## config.mk

```make
export PLATFORM = sky130hd
export DESIGN_NAME = sdram_ctrl
export DESIGN_NICKNAME = d
export VERILOG_FILES = /design/src/rtl/sdram_pkg.sv /design/src/rtl/sdram_ctrl.sv /design/src/rtl/sdram_phy.sv /design/src/rtl/sdram_sequencer.sv /design/src/rtl/sdram_bank_tracker.sv /design/src/rtl/sdram_refresh_timer.sv /design/src/rtl/sdram_request_port.sv
export SDC_FILE = /design/constraint.sdc
export NUM_CORES = 1
export LEC_CHECK = 0
export BUFFER_PORTS_ARGS = -buffer_cell sky130_fd_sc_hd__buf_2
export CELL_PAD_IN_SITES_DETAIL_PLACEMENT = 1
export CELL_PAD_IN_SITES_GLOBAL_PLACEMENT = 2
export CORE_MARGIN = 5
export CORE_UTILIZATION = 43
export DETAILED_ROUTE_END_ITERATION = 12
export MAX_ROUTING_LAYER = met4
export PLACE_DENSITY = 0.87
export RECOVER_POWER = 25
export SLEW_MARGIN = 20
export SYNTH_ARGS = -nofsm -noshare
export SYNTH_HDL_FRONTEND = slang
export SYNTH_SLANG_ARGS = --single-unit
```

## constraint.sdc

```tcl
create_clock -name clk -period 8.5 [get_ports clk]
set_clock_uncertainty 0.2 [all_clocks]
set_input_delay 0.425 -clock clk [delete_from_list [all_inputs] [get_ports clk]]
set_output_delay 0.425 -clock clk [all_outputs]
set_load 0.02 [all_outputs]
```

## src/rtl/sdram_pkg.sv

```systemverilog
package sdram_pkg;

    // data and address widths
    typedef logic [31:0] word_t;
    // user address layout is row 22..10, bank 9..8, column 7..0
    typedef logic [22:0] user_addr_t;
    typedef logic [12:0] row_t;
    typedef logic [1:0]  bank_t;
    typedef logic [7:0]  col_t;
    typedef logic [12:0] pin_addr_t;
    // cs, ras, cas, we
    typedef logic [3:0]  cmd_t;

    typedef enum logic [3:0] {
        ST_INIT,
        ST_WAIT,
        ST_IDLE,
        ST_REFRESH,
        ST_ACTIVATE,
        ST_READ,
        ST_READ_RES,
        ST_WRITE,
        ST_PRECHARGE
    } seq_state_t;

    localparam int NUM_BANKS = 4;

    // command encodings, cs ras cas we
    localparam cmd_t CMD_NOP       = 4'b0111;
    localparam cmd_t CMD_ACTIVE    = 4'b0011;
    localparam cmd_t CMD_READ      = 4'b0101;
    localparam cmd_t CMD_WRITE     = 4'b0100;
    localparam cmd_t CMD_PRECHARGE = 4'b0010;
    localparam cmd_t CMD_REFRESH   = 4'b0001;

    // wait counts load n and run down to zero, so n+1 clocks
    localparam int DELAY_W = 3;
    localparam logic [DELAY_W-1:0] T_ACT_WAIT = 3'd2;
    localparam logic [DELAY_W-1:0] T_CAS_WAIT = 3'd2;
    localparam logic [DELAY_W-1:0] T_PRE_WAIT = 3'd2;
    localparam logic [DELAY_W-1:0] T_REF_WAIT = 3'd6;

    // clocks between refresh requests
    localparam int REF_CNT_W = 10;
    localparam logic [REF_CNT_W-1:0] REFRESH_INTERVAL = 10'd750;

    // mode register: burst length 4, sequential, cas latency 2
    localparam pin_addr_t MODE_REG_VALUE = 13'b000_0_00_010_0_010;

    // a10 selects all banks on precharge
    localparam int PRECHARGE_ALL_BIT = 10;

endpackage
```

## src/rtl/sdram_ctrl.sv

```systemverilog
`timescale 1ns/1ps

module sdram_ctrl (
    input  logic                  clk,
    input  logic                  rst,

    // user side
    input  sdram_pkg::user_addr_t user_addr,
    input  logic                  rw,
    input  sdram_pkg::word_t      data_in,
    input  logic                  in_valid,
    output logic                  busy,
    output sdram_pkg::word_t      data_out,
    output logic                  out_valid,

    // sdram pins
    output logic                  sdram_cke,
    output logic                  sdram_cs,
    output logic                  sdram_ras,
    output logic                  sdram_cas,
    output logic                  sdram_we,
    output sdram_pkg::bank_t      sdram_ba,
    output sdram_pkg::pin_addr_t  sdram_a,
    input  sdram_pkg::word_t      sdram_dqi,
    output sdram_pkg::word_t      sdram_dqo,
    output logic                  sdram_dq_oe
);
    import sdram_pkg::*;

    // request fields seen by tracker and phy
    logic       pend;
    row_t       req_row;
    bank_t      req_bank;
    col_t       req_col;
    logic       req_rw;
    word_t      req_data;

    // sequencer handshakes
    logic       free_slot;
    logic       ref_due;
    logic       ref_start;
    logic       act_strobe;
    logic       pre_strobe;
    logic       idle;
    cmd_t       cmd;
    seq_state_t seq_state;

    // bank state
    logic       row_open;
    logic       row_hit;
    logic       pre_all;
    bank_t      pre_bank;

    sdram_request_port u_port (
        .clk       (clk),
        .rst       (rst),
        .user_addr (user_addr),
        .rw        (rw),
        .data_in   (data_in),
        .in_valid  (in_valid),
        .free_slot (free_slot),
        .busy      (busy),
        .pend      (pend),
        .req_row   (req_row),
        .req_bank  (req_bank),
        .req_col   (req_col),
        .req_rw    (req_rw),
        .req_data  (req_data)
    );

    sdram_refresh_timer u_refresh (
        .clk       (clk),
        .rst       (rst),
        .ref_start (ref_start),
        .ref_due   (ref_due)
    );

    sdram_bank_tracker u_banks (
        .clk        (clk),
        .rst        (rst),
        .req_row    (req_row),
        .req_bank   (req_bank),
        .act_strobe (act_strobe),
        .pre_strobe (pre_strobe),
        .ref_due    (ref_due),
        .idle       (idle),
        .row_open   (row_open),
        .row_hit    (row_hit),
        .pre_all    (pre_all),
        .pre_bank   (pre_bank)
    );

    sdram_sequencer u_seq (
        .clk        (clk),
        .rst        (rst),
        .pend       (pend),
        .req_rw     (req_rw),
        .ref_due    (ref_due),
        .row_open   (row_open),
        .row_hit    (row_hit),
        .cmd        (cmd),
        .seq_state  (seq_state),
        .free_slot  (free_slot),
        .ref_start  (ref_start),
        .act_strobe (act_strobe),
        .pre_strobe (pre_strobe),
        .idle       (idle)
    );

    sdram_phy u_phy (
        .clk         (clk),
        .rst         (rst),
        .cmd         (cmd),
        .seq_state   (seq_state),
        .req_row     (req_row),
        .req_bank    (req_bank),
        .req_col     (req_col),
        .req_data    (req_data),
        .pre_all     (pre_all),
        .pre_bank    (pre_bank),
        .sdram_dqi   (sdram_dqi),
        .sdram_cke   (sdram_cke),
        .sdram_cs    (sdram_cs),
        .sdram_ras   (sdram_ras),
        .sdram_cas   (sdram_cas),
        .sdram_we    (sdram_we),
        .sdram_ba    (sdram_ba),
        .sdram_a     (sdram_a),
        .sdram_dqo   (sdram_dqo),
        .sdram_dq_oe (sdram_dq_oe),
        .data_out    (data_out),
        .out_valid   (out_valid)
    );

endmodule

```

## src/rtl/sdram_phy.sv

```systemverilog
`timescale 1ns/1ps

module sdram_phy (
    input  logic                  clk,
    input  logic                  rst,
    input  sdram_pkg::cmd_t       cmd,
    input  sdram_pkg::seq_state_t seq_state,
    input  sdram_pkg::row_t       req_row,
    input  sdram_pkg::bank_t      req_bank,
    input  sdram_pkg::col_t       req_col,
    input  sdram_pkg::word_t      req_data,
    input  logic                  pre_all,
    input  sdram_pkg::bank_t      pre_bank,
    input  sdram_pkg::word_t      sdram_dqi,
    output logic                  sdram_cke,
    output logic                  sdram_cs,
    output logic                  sdram_ras,
    output logic                  sdram_cas,
    output logic                  sdram_we,
    output sdram_pkg::bank_t      sdram_ba,
    output sdram_pkg::pin_addr_t  sdram_a,
    output sdram_pkg::word_t      sdram_dqo,
    output logic                  sdram_dq_oe,
    output sdram_pkg::word_t      data_out,
    output logic                  out_valid
);
    import sdram_pkg::*;

    cmd_t      cmd_q;
    pin_addr_t pre_addr;
    word_t     dqi_q;

    // only a10 matters on precharge
    always_comb begin
        pre_addr = '0;
        pre_addr[PRECHARGE_ALL_BIT] = pre_all;
    end

    always_ff @(posedge clk) begin
        if (rst) begin
            sdram_cke <= 1'b0;
            cmd_q     <= CMD_NOP;
        end else begin
            // cke comes up during init and stays up
            if (seq_state == ST_INIT) begin
                sdram_cke <= 1'b1;
            end
            cmd_q <= cmd;
        end
    end

    // bank and address pins hold between commands
    always_ff @(posedge clk) begin
        case (seq_state)
            ST_INIT: begin
                sdram_a  <= MODE_REG_VALUE;
                sdram_ba <= '0;
            end
            ST_ACTIVATE: begin
                sdram_a  <= req_row;
                sdram_ba <= req_bank;
            end
            ST_READ, ST_WRITE: begin
                // word column, low two bits zero
                sdram_a  <= {3'b000, req_col, 2'b00};
                sdram_ba <= req_bank;
            end
            ST_PRECHARGE: begin
                sdram_a  <= pre_addr;
                sdram_ba <= pre_bank;
            end
            default: begin
                sdram_a  <= sdram_a;
                sdram_ba <= sdram_ba;
            end
        endcase
    end

    assign sdram_cs  = cmd_q[3];
    assign sdram_ras = cmd_q[2];
    assign sdram_cas = cmd_q[1];
    assign sdram_we  = cmd_q[0];

    // write word lines up with the write command on the pins
    always_ff @(posedge clk) begin
        if (rst) begin
            sdram_dq_oe <= 1'b0;
        end else begin
            sdram_dq_oe <= seq_state == ST_WRITE;
        end
    end

    always_ff @(posedge clk) begin
        if (seq_state == ST_WRITE) begin
            sdram_dqo <= req_data;
        end
    end

    // read path, pin sample then result register
    always_ff @(posedge clk) begin
        dqi_q <= sdram_dqi;
        if (seq_state == ST_READ_RES) begin
            data_out <= dqi_q;
        end
    end

    always_ff @(posedge clk) begin
        if (rst) begin
            out_valid <= 1'b0;
        end else begin
            out_valid <= seq_state == ST_READ_RES;
        end
    end

endmodule

```

## src/rtl/sdram_sequencer.sv

```systemverilog
`timescale 1ns/1ps

module sdram_sequencer (
    input  logic                  clk,
    input  logic                  rst,
    input  logic                  pend,
    input  logic                  req_rw,
    input  logic                  ref_due,
    input  logic                  row_open,
    input  logic                  row_hit,
    output sdram_pkg::cmd_t       cmd,
    output sdram_pkg::seq_state_t seq_state,
    output logic                  free_slot,
    output logic                  ref_start,
    output logic                  act_strobe,
    output logic                  pre_strobe,
    output logic                  idle
);
    import sdram_pkg::*;

    seq_state_t         state;
    seq_state_t         state_nxt;
    // where the wait state goes when the counter runs out
    seq_state_t         ret_state;
    seq_state_t         ret_nxt;
    logic [DELAY_W-1:0] delay;
    logic [DELAY_W-1:0] delay_nxt;

    always_comb begin
        state_nxt = state;
        ret_nxt   = ret_state;
        delay_nxt = delay;
        case (state)
            ST_INIT: begin
                state_nxt = ST_WAIT;
                ret_nxt   = ST_IDLE;
                delay_nxt = '0;
            end
            ST_WAIT: begin
                if (delay == '0) begin
                    state_nxt = ret_state;
                end else begin
                    delay_nxt = delay - 1'b1;
                end
            end
            ST_IDLE: begin
                if (ref_due) begin
                    // close every bank before refresh
                    state_nxt = ST_PRECHARGE;
                    ret_nxt   = ST_REFRESH;
                end else if (pend) begin
                    if (row_hit) begin
                        state_nxt = req_rw ? ST_WRITE : ST_READ;
                    end else if (row_open) begin
                        // wrong row open in this bank
                        state_nxt = ST_PRECHARGE;
                        ret_nxt   = ST_ACTIVATE;
                    end else begin
                        state_nxt = ST_ACTIVATE;
                    end
                end
            end
            ST_REFRESH: begin
                state_nxt = ST_WAIT;
                ret_nxt   = ST_IDLE;
                delay_nxt = T_REF_WAIT;
            end
            ST_ACTIVATE: begin
                state_nxt = ST_WAIT;
                ret_nxt   = req_rw ? ST_WRITE : ST_READ;
                delay_nxt = T_ACT_WAIT;
            end
            ST_READ: begin
                state_nxt = ST_WAIT;
                ret_nxt   = ST_READ_RES;
                delay_nxt = T_CAS_WAIT;
            end
            ST_PRECHARGE: begin
                // return state was set in idle
                state_nxt = ST_WAIT;
                delay_nxt = T_PRE_WAIT;
            end
            ST_READ_RES, ST_WRITE: begin
                state_nxt = ST_IDLE;
            end
            default: begin
                state_nxt = ST_INIT;
            end
        endcase
    end

    always_ff @(posedge clk) begin
        if (rst) begin
            state     <= ST_INIT;
            ret_state <= ST_IDLE;
            delay     <= '0;
        end else begin
            state     <= state_nxt;
            ret_state <= ret_nxt;
            delay     <= delay_nxt;
        end
    end

    // command for the current state, registered in the phy
    always_comb begin
        case (state)
            ST_REFRESH:   cmd = CMD_REFRESH;
            ST_ACTIVATE:  cmd = CMD_ACTIVE;
            ST_READ:      cmd = CMD_READ;
            ST_WRITE:     cmd = CMD_WRITE;
            ST_PRECHARGE: cmd = CMD_PRECHARGE;
            default:      cmd = CMD_NOP;
        endcase
    end

    assign seq_state  = state;
    assign idle       = state == ST_IDLE;
    // init also frees the port so busy drops right after reset
    assign free_slot  = (state == ST_INIT) || (idle && !ref_due);
    assign ref_start  = idle && ref_due;
    assign act_strobe = state == ST_ACTIVATE;
    assign pre_strobe = state == ST_PRECHARGE;

endmodule

```

## src/rtl/sdram_bank_tracker.sv

```systemverilog
`timescale 1ns/1ps

module sdram_bank_tracker (
    input  logic             clk,
    input  logic             rst,
    input  sdram_pkg::row_t  req_row,
    input  sdram_pkg::bank_t req_bank,
    input  logic             act_strobe,
    input  logic             pre_strobe,
    input  logic             ref_due,
    input  logic             idle,
    output logic             row_open,
    output logic             row_hit,
    output logic             pre_all,
    output sdram_pkg::bank_t pre_bank
);
    import sdram_pkg::*;

    // one open flag and one open row per bank
    logic [NUM_BANKS-1:0] open_q;
    row_t                 row_tab [NUM_BANKS];

    assign row_open = open_q[req_bank];
    // hit only counts on an open bank
    assign row_hit  = row_open && (row_tab[req_bank] == req_row);

    // precharge target, refresh wins over a row miss
    always_ff @(posedge clk) begin
        if (rst) begin
            pre_all  <= 1'b0;
            pre_bank <= '0;
        end else if (idle && ref_due) begin
            pre_all  <= 1'b1;
            pre_bank <= '0;
        end else if (row_open && !row_hit) begin
            pre_all  <= 1'b0;
            pre_bank <= req_bank;
        end
    end

    always_ff @(posedge clk) begin
        if (rst) begin
            open_q <= '0;
        end else if (act_strobe) begin
            open_q[req_bank] <= 1'b1;
        end else if (pre_strobe) begin
            if (pre_all) begin
                open_q <= '0;
            end else begin
                open_q[pre_bank] <= 1'b0;
            end
        end
    end

    // row table only means something where open_q is set
    always_ff @(posedge clk) begin
        if (act_strobe) begin
            row_tab[req_bank] <= req_row;
        end
    end

endmodule

```

## src/rtl/sdram_refresh_timer.sv

```systemverilog
`timescale 1ns/1ps

module sdram_refresh_timer (
    input  logic clk,
    input  logic rst,
    input  logic ref_start,
    output logic ref_due
);
    import sdram_pkg::*;

    logic [REF_CNT_W-1:0] ref_cnt;
    logic                 wrap;

    // interval elapsed
    assign wrap = ref_cnt > REFRESH_INTERVAL;

    always_ff @(posedge clk) begin
        if (rst) begin
            ref_cnt <= '0;
        end else if (wrap) begin
            ref_cnt <= '0;
        end else begin
            ref_cnt <= ref_cnt + 1'b1;
        end
    end

    // held until the sequencer takes the refresh
    always_ff @(posedge clk) begin
        if (rst) begin
            ref_due <= 1'b0;
        end else if (ref_start) begin
            ref_due <= 1'b0;
        end else if (wrap) begin
            ref_due <= 1'b1;
        end
    end

endmodule

```

## src/rtl/sdram_request_port.sv

```systemverilog
`timescale 1ns/1ps

module sdram_request_port (
    input  logic                  clk,
    input  logic                  rst,
    input  sdram_pkg::user_addr_t user_addr,
    input  logic                  rw,
    input  sdram_pkg::word_t      data_in,
    input  logic                  in_valid,
    input  logic                  free_slot,
    output logic                  busy,
    output logic                  pend,
    output sdram_pkg::row_t       req_row,
    output sdram_pkg::bank_t      req_bank,
    output sdram_pkg::col_t       req_col,
    output logic                  req_rw,
    output sdram_pkg::word_t      req_data
);
    import sdram_pkg::*;

    logic  ready;
    logic  accept;
    logic  start;

    // request waiting for the sequencer
    row_t  hold_row;
    bank_t hold_bank;
    col_t  hold_col;
    logic  hold_rw;
    word_t hold_data;

    // request the sequencer is working on
    row_t  act_row;
    bank_t act_bank;
    col_t  act_col;
    logic  act_rw;
    word_t act_data;

    assign accept = ready && in_valid;
    // sequencer free and a request waiting, so it starts now
    assign start  = free_slot && !ready;

    always_ff @(posedge clk) begin
        if (rst) begin
            ready <= 1'b0;
        end else if (start) begin
            ready <= 1'b1;
        end else if (accept) begin
            ready <= 1'b0;
        end
    end

    // split the user address straight into row, bank, column
    always_ff @(posedge clk) begin
        if (accept) begin
            hold_row  <= user_addr[22:10];
            hold_bank <= user_addr[9:8];
            hold_col  <= user_addr[7:0];
            hold_rw   <= rw;
            hold_data <= data_in;
        end
    end

    // copy on start so a new request can wait behind it
    always_ff @(posedge clk) begin
        if (start) begin
            act_row  <= hold_row;
            act_bank <= hold_bank;
            act_col  <= hold_col;
            act_rw   <= hold_rw;
            act_data <= hold_data;
        end
    end

    // idle decision looks at the waiting one, commands use the started one
    assign req_row  = free_slot ? hold_row  : act_row;
    assign req_bank = free_slot ? hold_bank : act_bank;
    assign req_col  = free_slot ? hold_col  : act_col;
    assign req_rw   = free_slot ? hold_rw   : act_rw;
    assign req_data = free_slot ? hold_data : act_data;

    assign busy = !ready;
    assign pend = !ready;

endmodule

```

Word level (Yosys, flattened, before mapping)
Memory sizes are Yosys's and may differ from the RTL's.
Cells that the tools add are included.
{ "classes": {"eq_ne": 14, "magnitude_cmp": 5, "n_addsub": 2, "n_reduce_logical": 32, "bitwise_logic": 3, "muxes": 37} }
{ "ops": {"columns": ["op", "n"], "rows": [
  ["13-bit case mux with 4 select lines", 1],
  ["4-bit two-way mux", 12],
  ["32-bit two-way mux", 1],
  ["4-bit case mux with 4 select lines", 2],
  ["4-bit by 3-bit == test with 1-bit output, second input constant", 4],
  ["3-bit case mux with 5 select lines", 1],
  ["13-bit == test", 1],
  ["13-bit two-way mux", 1],
  ["3-bit case mux with 4 select lines", 1],
  ["4-bit nonzero test", 3],
  ["10-bit by 1-bit adder with 10-bit output, second input constant", 1],
  ["10-bit greater-than comparator, second input constant", 1],
  ["1-bit two-way mux", 10],
  ["2-bit OR reduction", 5],
  ["3-bit inequality test, second input constant", 3],
  ["4-bit by 2-bit == test with 1-bit output, second input constant", 2],
  ["1-bit logical AND", 8],
  ["8-bit two-way mux", 1],
  ["2-bit by 3-bit less-than comparator with 1-bit output, second input constant", 2],
  ["2-bit case mux with 3 select lines", 1],
  ["2-bit nonzero test", 3],
  ["3-bit OR reduction", 2],
  ["5-bit OR reduction", 1],
  ["4-bit AND", 1],
  ["19 further kinds", 25]
]} }
{ "totals": {"n_memories": 1, "ramBits": 52, "in_bits": 91, "ff_bits": 260, "wordCells": 122} }
{ "mem_list": {"columns": ["name", "words", "width", "rd", "rd_clocked_by_memory_dff", "wr", "line", "rtl"], "rows": [
  ["u_banks.row_tab", 4, 13, 1, 0, 1, "sdram_bank_tracker.sv:21", "row_t row_tab [NUM_BANKS];"]
]} }

Logic depth before layout (Yosys ltp)
{ "logic_depth": {"depth_word": 11, "mapped_depth": 11, "depth_no_buf": 9} }

By module
Synthesis repeated with hierarchy kept, for this count alone.
{ "hier_totals": {"cells_unflattened": 656, "area_unflattened_um2": 11432.2} }
{ "by_module_without_submodules": {"columns": ["module", "cells_per_inst", "n_inst", "area_each_um2"], "rows": [
  ["sdram_request_port", 181, 1, 4162.7],
  ["sdram_phy", 184, 1, 3588.4],
  ["sdram_bank_tracker", 136, 1, 2396.0],
  ["sdram_sequencer", 101, 1, 783.3],
  ["sdram_refresh_timer", 54, 1, 501.7]
]} }

Worst setup path before layout
No wires, ideal clock.
{ "synth_path": {"path_type": "reg2reg", "startpoint": "reg u_seq.state[1] (netlist: u_seq.seq_state[1])", "endpoint": "reg u_phy.data_out[0] (enable)", "arrival_ns": 3.245, "path_buffers": 2, "path_stages_with_launch": 5, "setup_slack_ns": 4.594, "required_time_ns": 7.839, "path_cell_list": "dfxtp_1 clkbuf_1 clkbuf_1 nand2_1 nor3_1"} }
{ "synth_between": {"elab_chain_cells": 1} }
{ "synth_rtl": {"columns": ["element", "line", "rtl"], "rows": [
  ["from (decl)", "sdram_sequencer.sv:21", "seq_state_t state;"],
  ["from (signal assigned)", "sdram_sequencer.sv:98", "state <= state_nxt;"],
  ["4-bit by 3-bit == test with 1-bit output", "sdram_phy.sv:102", "if (seq_state == ST_READ_RES) begin"],
  ["to (signal assigned)", "sdram_phy.sv:103", "data_out <= dqi_q;"],
  ["to (decl)", "sdram_phy.sv:24", "output sdram_pkg::word_t data_out,"]
]} }
No other way between the ends.
A chain may end at the register's enable or synchronous reset.

Worst setup path after layout
{ "layout_path": {"startpoint": "reg u_seq.state[1] (netlist: u_seq.seq_state[1])", "endpoint": "reg u_seq.ret_state[0]"} }
{ "layout_between": {"elab_chain_cells": 9} }
{ "layout_rtl": {"columns": ["element", "line", "rtl"], "rows": [
  ["4-bit by 2-bit == test with 1-bit output", "sdram_sequencer.sv:33, sdram_sequencer.sv:117", null],
  ["1-bit logical AND", "sdram_sequencer.sv:119", "assign free_slot = (state == ST_INIT) || (idle && !ref_due);"],
  ["1-bit logical OR", "sdram_sequencer.sv:119", null],
  ["2-bit two-way mux", "sdram_request_port.sv:77", "assign req_bank = free_slot ? hold_bank : act_bank;"],
  ["memory read 4 x 13 bit / 1-bit binary-select mux with 2-bit select (equally long branches)", null, null],
  ["13-bit == test / 1-bit two-way mux (equally long branches)", "sdram_bank_tracker.sv:25, sdram_bank_tracker.sv:23", null],
  ["1-bit logical AND", "sdram_bank_tracker.sv:25", "assign row_hit = row_open && (row_tab[req_bank] == req_row);"],
  ["3-bit inequality test (no source line)", null, null],
  ["4-bit AND reduction (no source line)", null, null],
  ["to (signal assigned)", "sdram_sequencer.sv:99", "ret_state <= ret_nxt;"],
  ["to (decl)", "sdram_sequencer.sv:24", "seq_state_t ret_state;"]
]} }
Several ways; a longest one is shown, not always the timed one. The select of a mux whose other input is x is not followed.

==> reports/summary.txt <==
OUTCOME
----------------------------------------------------------------------------------------------------
Run status ............................................................................ complete, no violations

SYNTH
----------------------------------------------------------------------------------------------------
Number of distinct library cell variants in the gate-level netlist after synthesis ....           53
Post-synth EDFFs ......................................................................          243
Post-synthesis area per instance ......................................................     15.6 um2
Share of synthesized registers carrying an async set or reset .........................           0%
Netlist Area Pre-Place ................................................................   0.0115 mm2
Syn Nets ..............................................................................          829
Flops & latches, synth ................................................................          310
Yosys synthesis warning count .........................................................            0
Portion of the post-synthesis area used by sequential elements ........................        75.4%
Post-synth top flop ................................................................... sky130_fd_sc_hd__edfxtp_1
Cells after Synth .....................................................................          734

GLOBAL ROUTING
----------------------------------------------------------------------------------------------------
Via count of the first global-routing pass ............................................         7928
Wire length of the first global-routing pass ..........................................      47.2 mm
Pin count of the biggest net entering global routing ..................................           71
Total global routing overflow .........................................................            0
Number of antenna violations at the first check in global routing .....................            2
Overall routing resource usage ........................................................        20.7%

MIN PATH
----------------------------------------------------------------------------------------------------
Start point of the worst min-delay path ...............................................     in_valid
Hold WC Path Type .....................................................................       in2reg

DETAILED ROUTING
----------------------------------------------------------------------------------------------------
Total Routed Length ...................................................................      30.6 mm
Via count of the routed design ........................................................         7220
Initial detailed-routing violation count ..............................................          457
Detailed-route DRC error count ........................................................            0
Length of the first detailed-routing pass in iterations ...............................            4
Number of nets with antenna violations after detailed routing .........................            0
Wirelength per Cell ...................................................................      22.3 um
Vias per cell .........................................................................         5.25

FINISH
----------------------------------------------------------------------------------------------------
Most common cell after layout, fill and taps aside .................................... sky130_fd_sc_hd__edfxtp_1
Final net count .......................................................................         1109
Layout cells sized above 1 ............................................................        26.9%
Layout-stage area growth over the synthesis result ....................................        28.6%
Final core occ ........................................................................        56.4%
Filler instances ......................................................................         2542
Final design instance area without fill ...............................................   0.0147 mm2
Leading cell types in the layout, fill and taps excluded .............................. sky130_fd_sc_hd__edfxtp_1 (243), sky130_fd_sc_hd__buf_2 (167), sky130_fd_sc_hd__dlygate4sd3_1 (88)

POWER AND IR DROP
----------------------------------------------------------------------------------------------------
Worst ir drop on vdd ..................................................................       235 uV
Reported net switching power ..........................................................    0.00139 W
Relative contribution of sequential cells to total power ..............................        45.1%
Fraction of power consumed by the clock network .......................................        32.2%
Internal Dissipation ..................................................................    0.00330 W
Power Dens Cells ......................................................................   318 mW/mm2
Leakage power of the design ...........................................................      5.54 nW
Combinational Power Share .............................................................        22.7%
Net Sw Frac ...........................................................................        29.7%

FLOW RUN
----------------------------------------------------------------------------------------------------
MaxCap Viol Count .....................................................................            0

STA
----------------------------------------------------------------------------------------------------
Final number of hold-violating endpoints ..............................................            0
Setup total negative slack ............................................................         0 ns
RSZ-0062 raised after global routing ..................................................           no
Number of pins exceeding their max-slew limit in the final report .....................            0
Max Fclk ..............................................................................      224 MHz
Period Utilization, post-route ........................................................        52.5%
Final setup vio count .................................................................            0
Transition at the pin with the smallest max-transition slack ..........................      1.10 ns
Worst rel slew slack ..................................................................        26.6%
Final min period ......................................................................      4.46 ns

PLACE
----------------------------------------------------------------------------------------------------
Routability Congestion ................................................................        0.852
DP Area ...............................................................................   0.0127 mm2
Quantity of I/O buffers inserted on ports .............................................          176
Detailed-placement wirelength estimate ................................................      18.2 mm

CLOCK TREE
----------------------------------------------------------------------------------------------------
Number of sinks on the clock net ......................................................          310
Max H-tree Level ......................................................................            2
Clock-pin slew reported for the worst setup and hold paths after clock tree synthesis .      0.06 ns
CTS root buf .......................................................................... sky130_fd_sc_hd__clkbuf_16
CTS max path bufs .....................................................................            3
CTS tree ..............................................................................        built
Source-to-sink clock delay at the later pin of the worst-skew pair ....................      0.52 ns
Cts bufs inserted .....................................................................           34
Number of setup buffers added after CTS ...............................................            0

CRITICAL PATH
----------------------------------------------------------------------------------------------------
Reg-to-reg critical path startpoint ................................................... u_seq.seq_state[1]
Largest fanout of any net on the critical path ........................................           70
Kind of start point of the critical path ..............................................         flop
Worst EP required .....................................................................      8.70 ns
Kind of critical path .................................................................      reg2reg
Setup crit start ...................................................................... u_seq.seq_state[1]
Critical path capture point type ......................................................         flop
Worst EP arrival ......................................................................      4.66 ns

DIE
----------------------------------------------------------------------------------------------------
Overall die area ......................................................................   0.0300 mm2
Die height ............................................................................       173 um
Number of top-level design ports ......................................................          178
Overall die width .....................................................................       173 um
Starting utilization of the core area .................................................        43.8%
Area of the placeable core ............................................................   0.0261 mm2
Number of placement rows ..............................................................           59

-- cell type report --
type	count	area, um2	area share (%)
Timing Repair Buffer	275	1830	12.5
Clock buffer	45	953	6.47
Inverter	24	90.1	0.611
Antenna cell	2	5.00	0.0340
Multi-Input combinational cell	369	2600	17.6
Clock inverter	16	194	1.32
Sequential cell	310	8640	58.6
Tap cell	335	419	2.85
-- sequential cells by signal (all words and copies together) (netlist names), 2 cells and up --
name               cells
u_phy.sdram_a         13
u_phy.sdram_ba         2
u_port.hold_row       13
u_banks.pre_bank       2
u_port.act_col         8
u_port.hold_col        8
u_refresh.ref_cnt     10
u_phy.cmd_q            3
u_banks.open_q         4
u_port.hold_bank       2
u_seq.seq_state        4
u_seq.delay            3
u_port.act_data       32
u_phy.data_out        32
u_seq.ret_state        3
u_phy.sdram_dqo       32
u_port.act_row        13
u_phy.dqi_q           32
u_port.act_bank        2
u_banks.row_tab       52
u_port.hold_data      32
-- what timing repair did --
action / in CTS / in global routing
resized for setup: 0 / 0
hold endpoints to repair: 88 / 0
hold buffers: 88 / 0
-- worst max-delay path, stage by stage (launching register included) --
cell                        delay [ns]
sky130_fd_sc_hd__dfxtp_1          0.51
sky130_fd_sc_hd__a2111oi_4        0.42
sky130_fd_sc_hd__buf_4            0.82
sky130_fd_sc_hd__mux2i_1          0.59
sky130_fd_sc_hd__nand3_1          0.15
sky130_fd_sc_hd__a221oi_1         0.34
sky130_fd_sc_hd__a31oi_1          0.15
sky130_fd_sc_hd__nor4_4           0.49
sky130_fd_sc_hd__o21a_4           0.23
sky130_fd_sc_hd__mux2_1           0.31
-- metrics by stage --
stage | power [W] | setup WS (ns) | std cells | hold WS, ns
floorplan | 0.00283 | 4.59 | 734 | 0.186
global placement | 0.00310 | 4.20 | 1225 | 0.186
CTS | 0.00469 | 4.08 | 1374 | 0.0813
finish | 0.00469 | 4.04 | 1376 | 0.0961
global route | 0.00489 | 3.81 | 1376 | 0.139
detailed placement | 0.00315 | 4.09 | 1225 | 0.190
-- path summary, 6_finish.rpt --
kind                                            to  cells after the start  slack [ns]
worst max-delay path            u_seq.ret_state[0]                      9        4.04
worst min-delay path                  u_port.ready                      4         0.1
worst max register to register  u_seq.ret_state[0]                      9        4.04
worst min register to register  u_phy.data_out[14]                      0        0.20
-- power by group through the flow --
stage | Combinational, W | Clock (W) | Sequential (W)
global placement | 0.000983 | 0 | 0.00211
floorplan | 0.000725 | 0 | 0.00211
finish | 0.00107 | 0.00151 | 0.00212
global route | 0.00116 | 0.00161 | 0.00213
detailed placement | 0.00102 | 0 | 0.00213
CTS | 0.00106 | 0.00152 | 0.00210
-- logic make-up after synthesis --
| family | count (synthesis) | synth area share, % |
|---|---|---|
| AO/OA/AOI/OAI | 82 | 4.98 |
| XOR/XNOR | 17 | 1.30 |
| adder cells (fa/ha/maj) | 4 | 0.437 |
| buffers and inverters | 55 | 2.10 |
| flip-flops | 310 | 75.4 |
| multiplexers | 81 | 7.54 |
| other | 1 | 0.0327 |
| AND/OR/NAND/NOR | 184 | 8.19 |
-- synthesized netlist by cell type (2+ instances only) --
cell / count / area (um2)
sky130_fd_sc_hd__edfxtp_1: 243 / 7300
sky130_fd_sc_hd__dfxtp_1: 67 / 1340
sky130_fd_sc_hd__nor2_1: 48 / 180
sky130_fd_sc_hd__mux2_2: 41 / 462
sky130_fd_sc_hd__nand2_1: 40 / 150
sky130_fd_sc_hd__mux2i_1: 39 / 390
sky130_fd_sc_hd__inv_1: 24 / 90.1
sky130_fd_sc_hd__clkbuf_1: 19 / 71.3
sky130_fd_sc_hd__o21ai_0: 19 / 95.1
sky130_fd_sc_hd__a21oi_1: 18 / 90.1
sky130_fd_sc_hd__nand3_1: 18 / 90.1
sky130_fd_sc_hd__nand2b_1: 14 / 87.6
sky130_fd_sc_hd__xnor2_1: 14 / 123
sky130_fd_sc_hd__nand3b_1: 13 / 97.6
sky130_fd_sc_hd__nor3_1: 13 / 65.1
sky130_fd_sc_hd__a22oi_1: 8 / 60.1
sky130_fd_sc_hd__and2_1: 8 / 50.1
sky130_fd_sc_hd__nor3b_1: 8 / 60.1
sky130_fd_sc_hd__a21o_1: 7 / 52.6
sky130_fd_sc_hd__nor2b_1: 6 / 37.5
sky130_fd_sc_hd__a31oi_1: 5 / 31.3
sky130_fd_sc_hd__nand4_1: 5 / 31.3
sky130_fd_sc_hd__buf_1: 4 / 15.0
sky130_fd_sc_hd__ha_1: 4 / 50.1
sky130_fd_sc_hd__nor4_1: 4 / 25.0
sky130_fd_sc_hd__and3_1: 3 / 18.8
sky130_fd_sc_hd__buf_2: 3 / 15.0
sky130_fd_sc_hd__buf_6: 3 / 33.8
sky130_fd_sc_hd__o21a_1: 3 / 22.5
sky130_fd_sc_hd__o21ai_1: 3 / 15.0
sky130_fd_sc_hd__xor2_1: 3 / 26.3
sky130_fd_sc_hd__a221oi_1: 2 / 17.5
sky130_fd_sc_hd__a311oi_1: 2 / 17.5
sky130_fd_sc_hd__buf_4: 2 / 15.0
sky130_fd_sc_hd__nand4b_1: 2 / 17.5
sky130_fd_sc_hd__o2111ai_1: 2 / 17.5
-- per-layer routing --
metal	GRT usage, %	part of all wire (%)	vias to the layer above
met3	5.15	6.4	45
li1	-	-	3293
met5	-	0	-
met1	25.2	41	3646
met2	35.1	51	236
met4	5.09	1.9	0
Power figures use the tool's default switching activity.
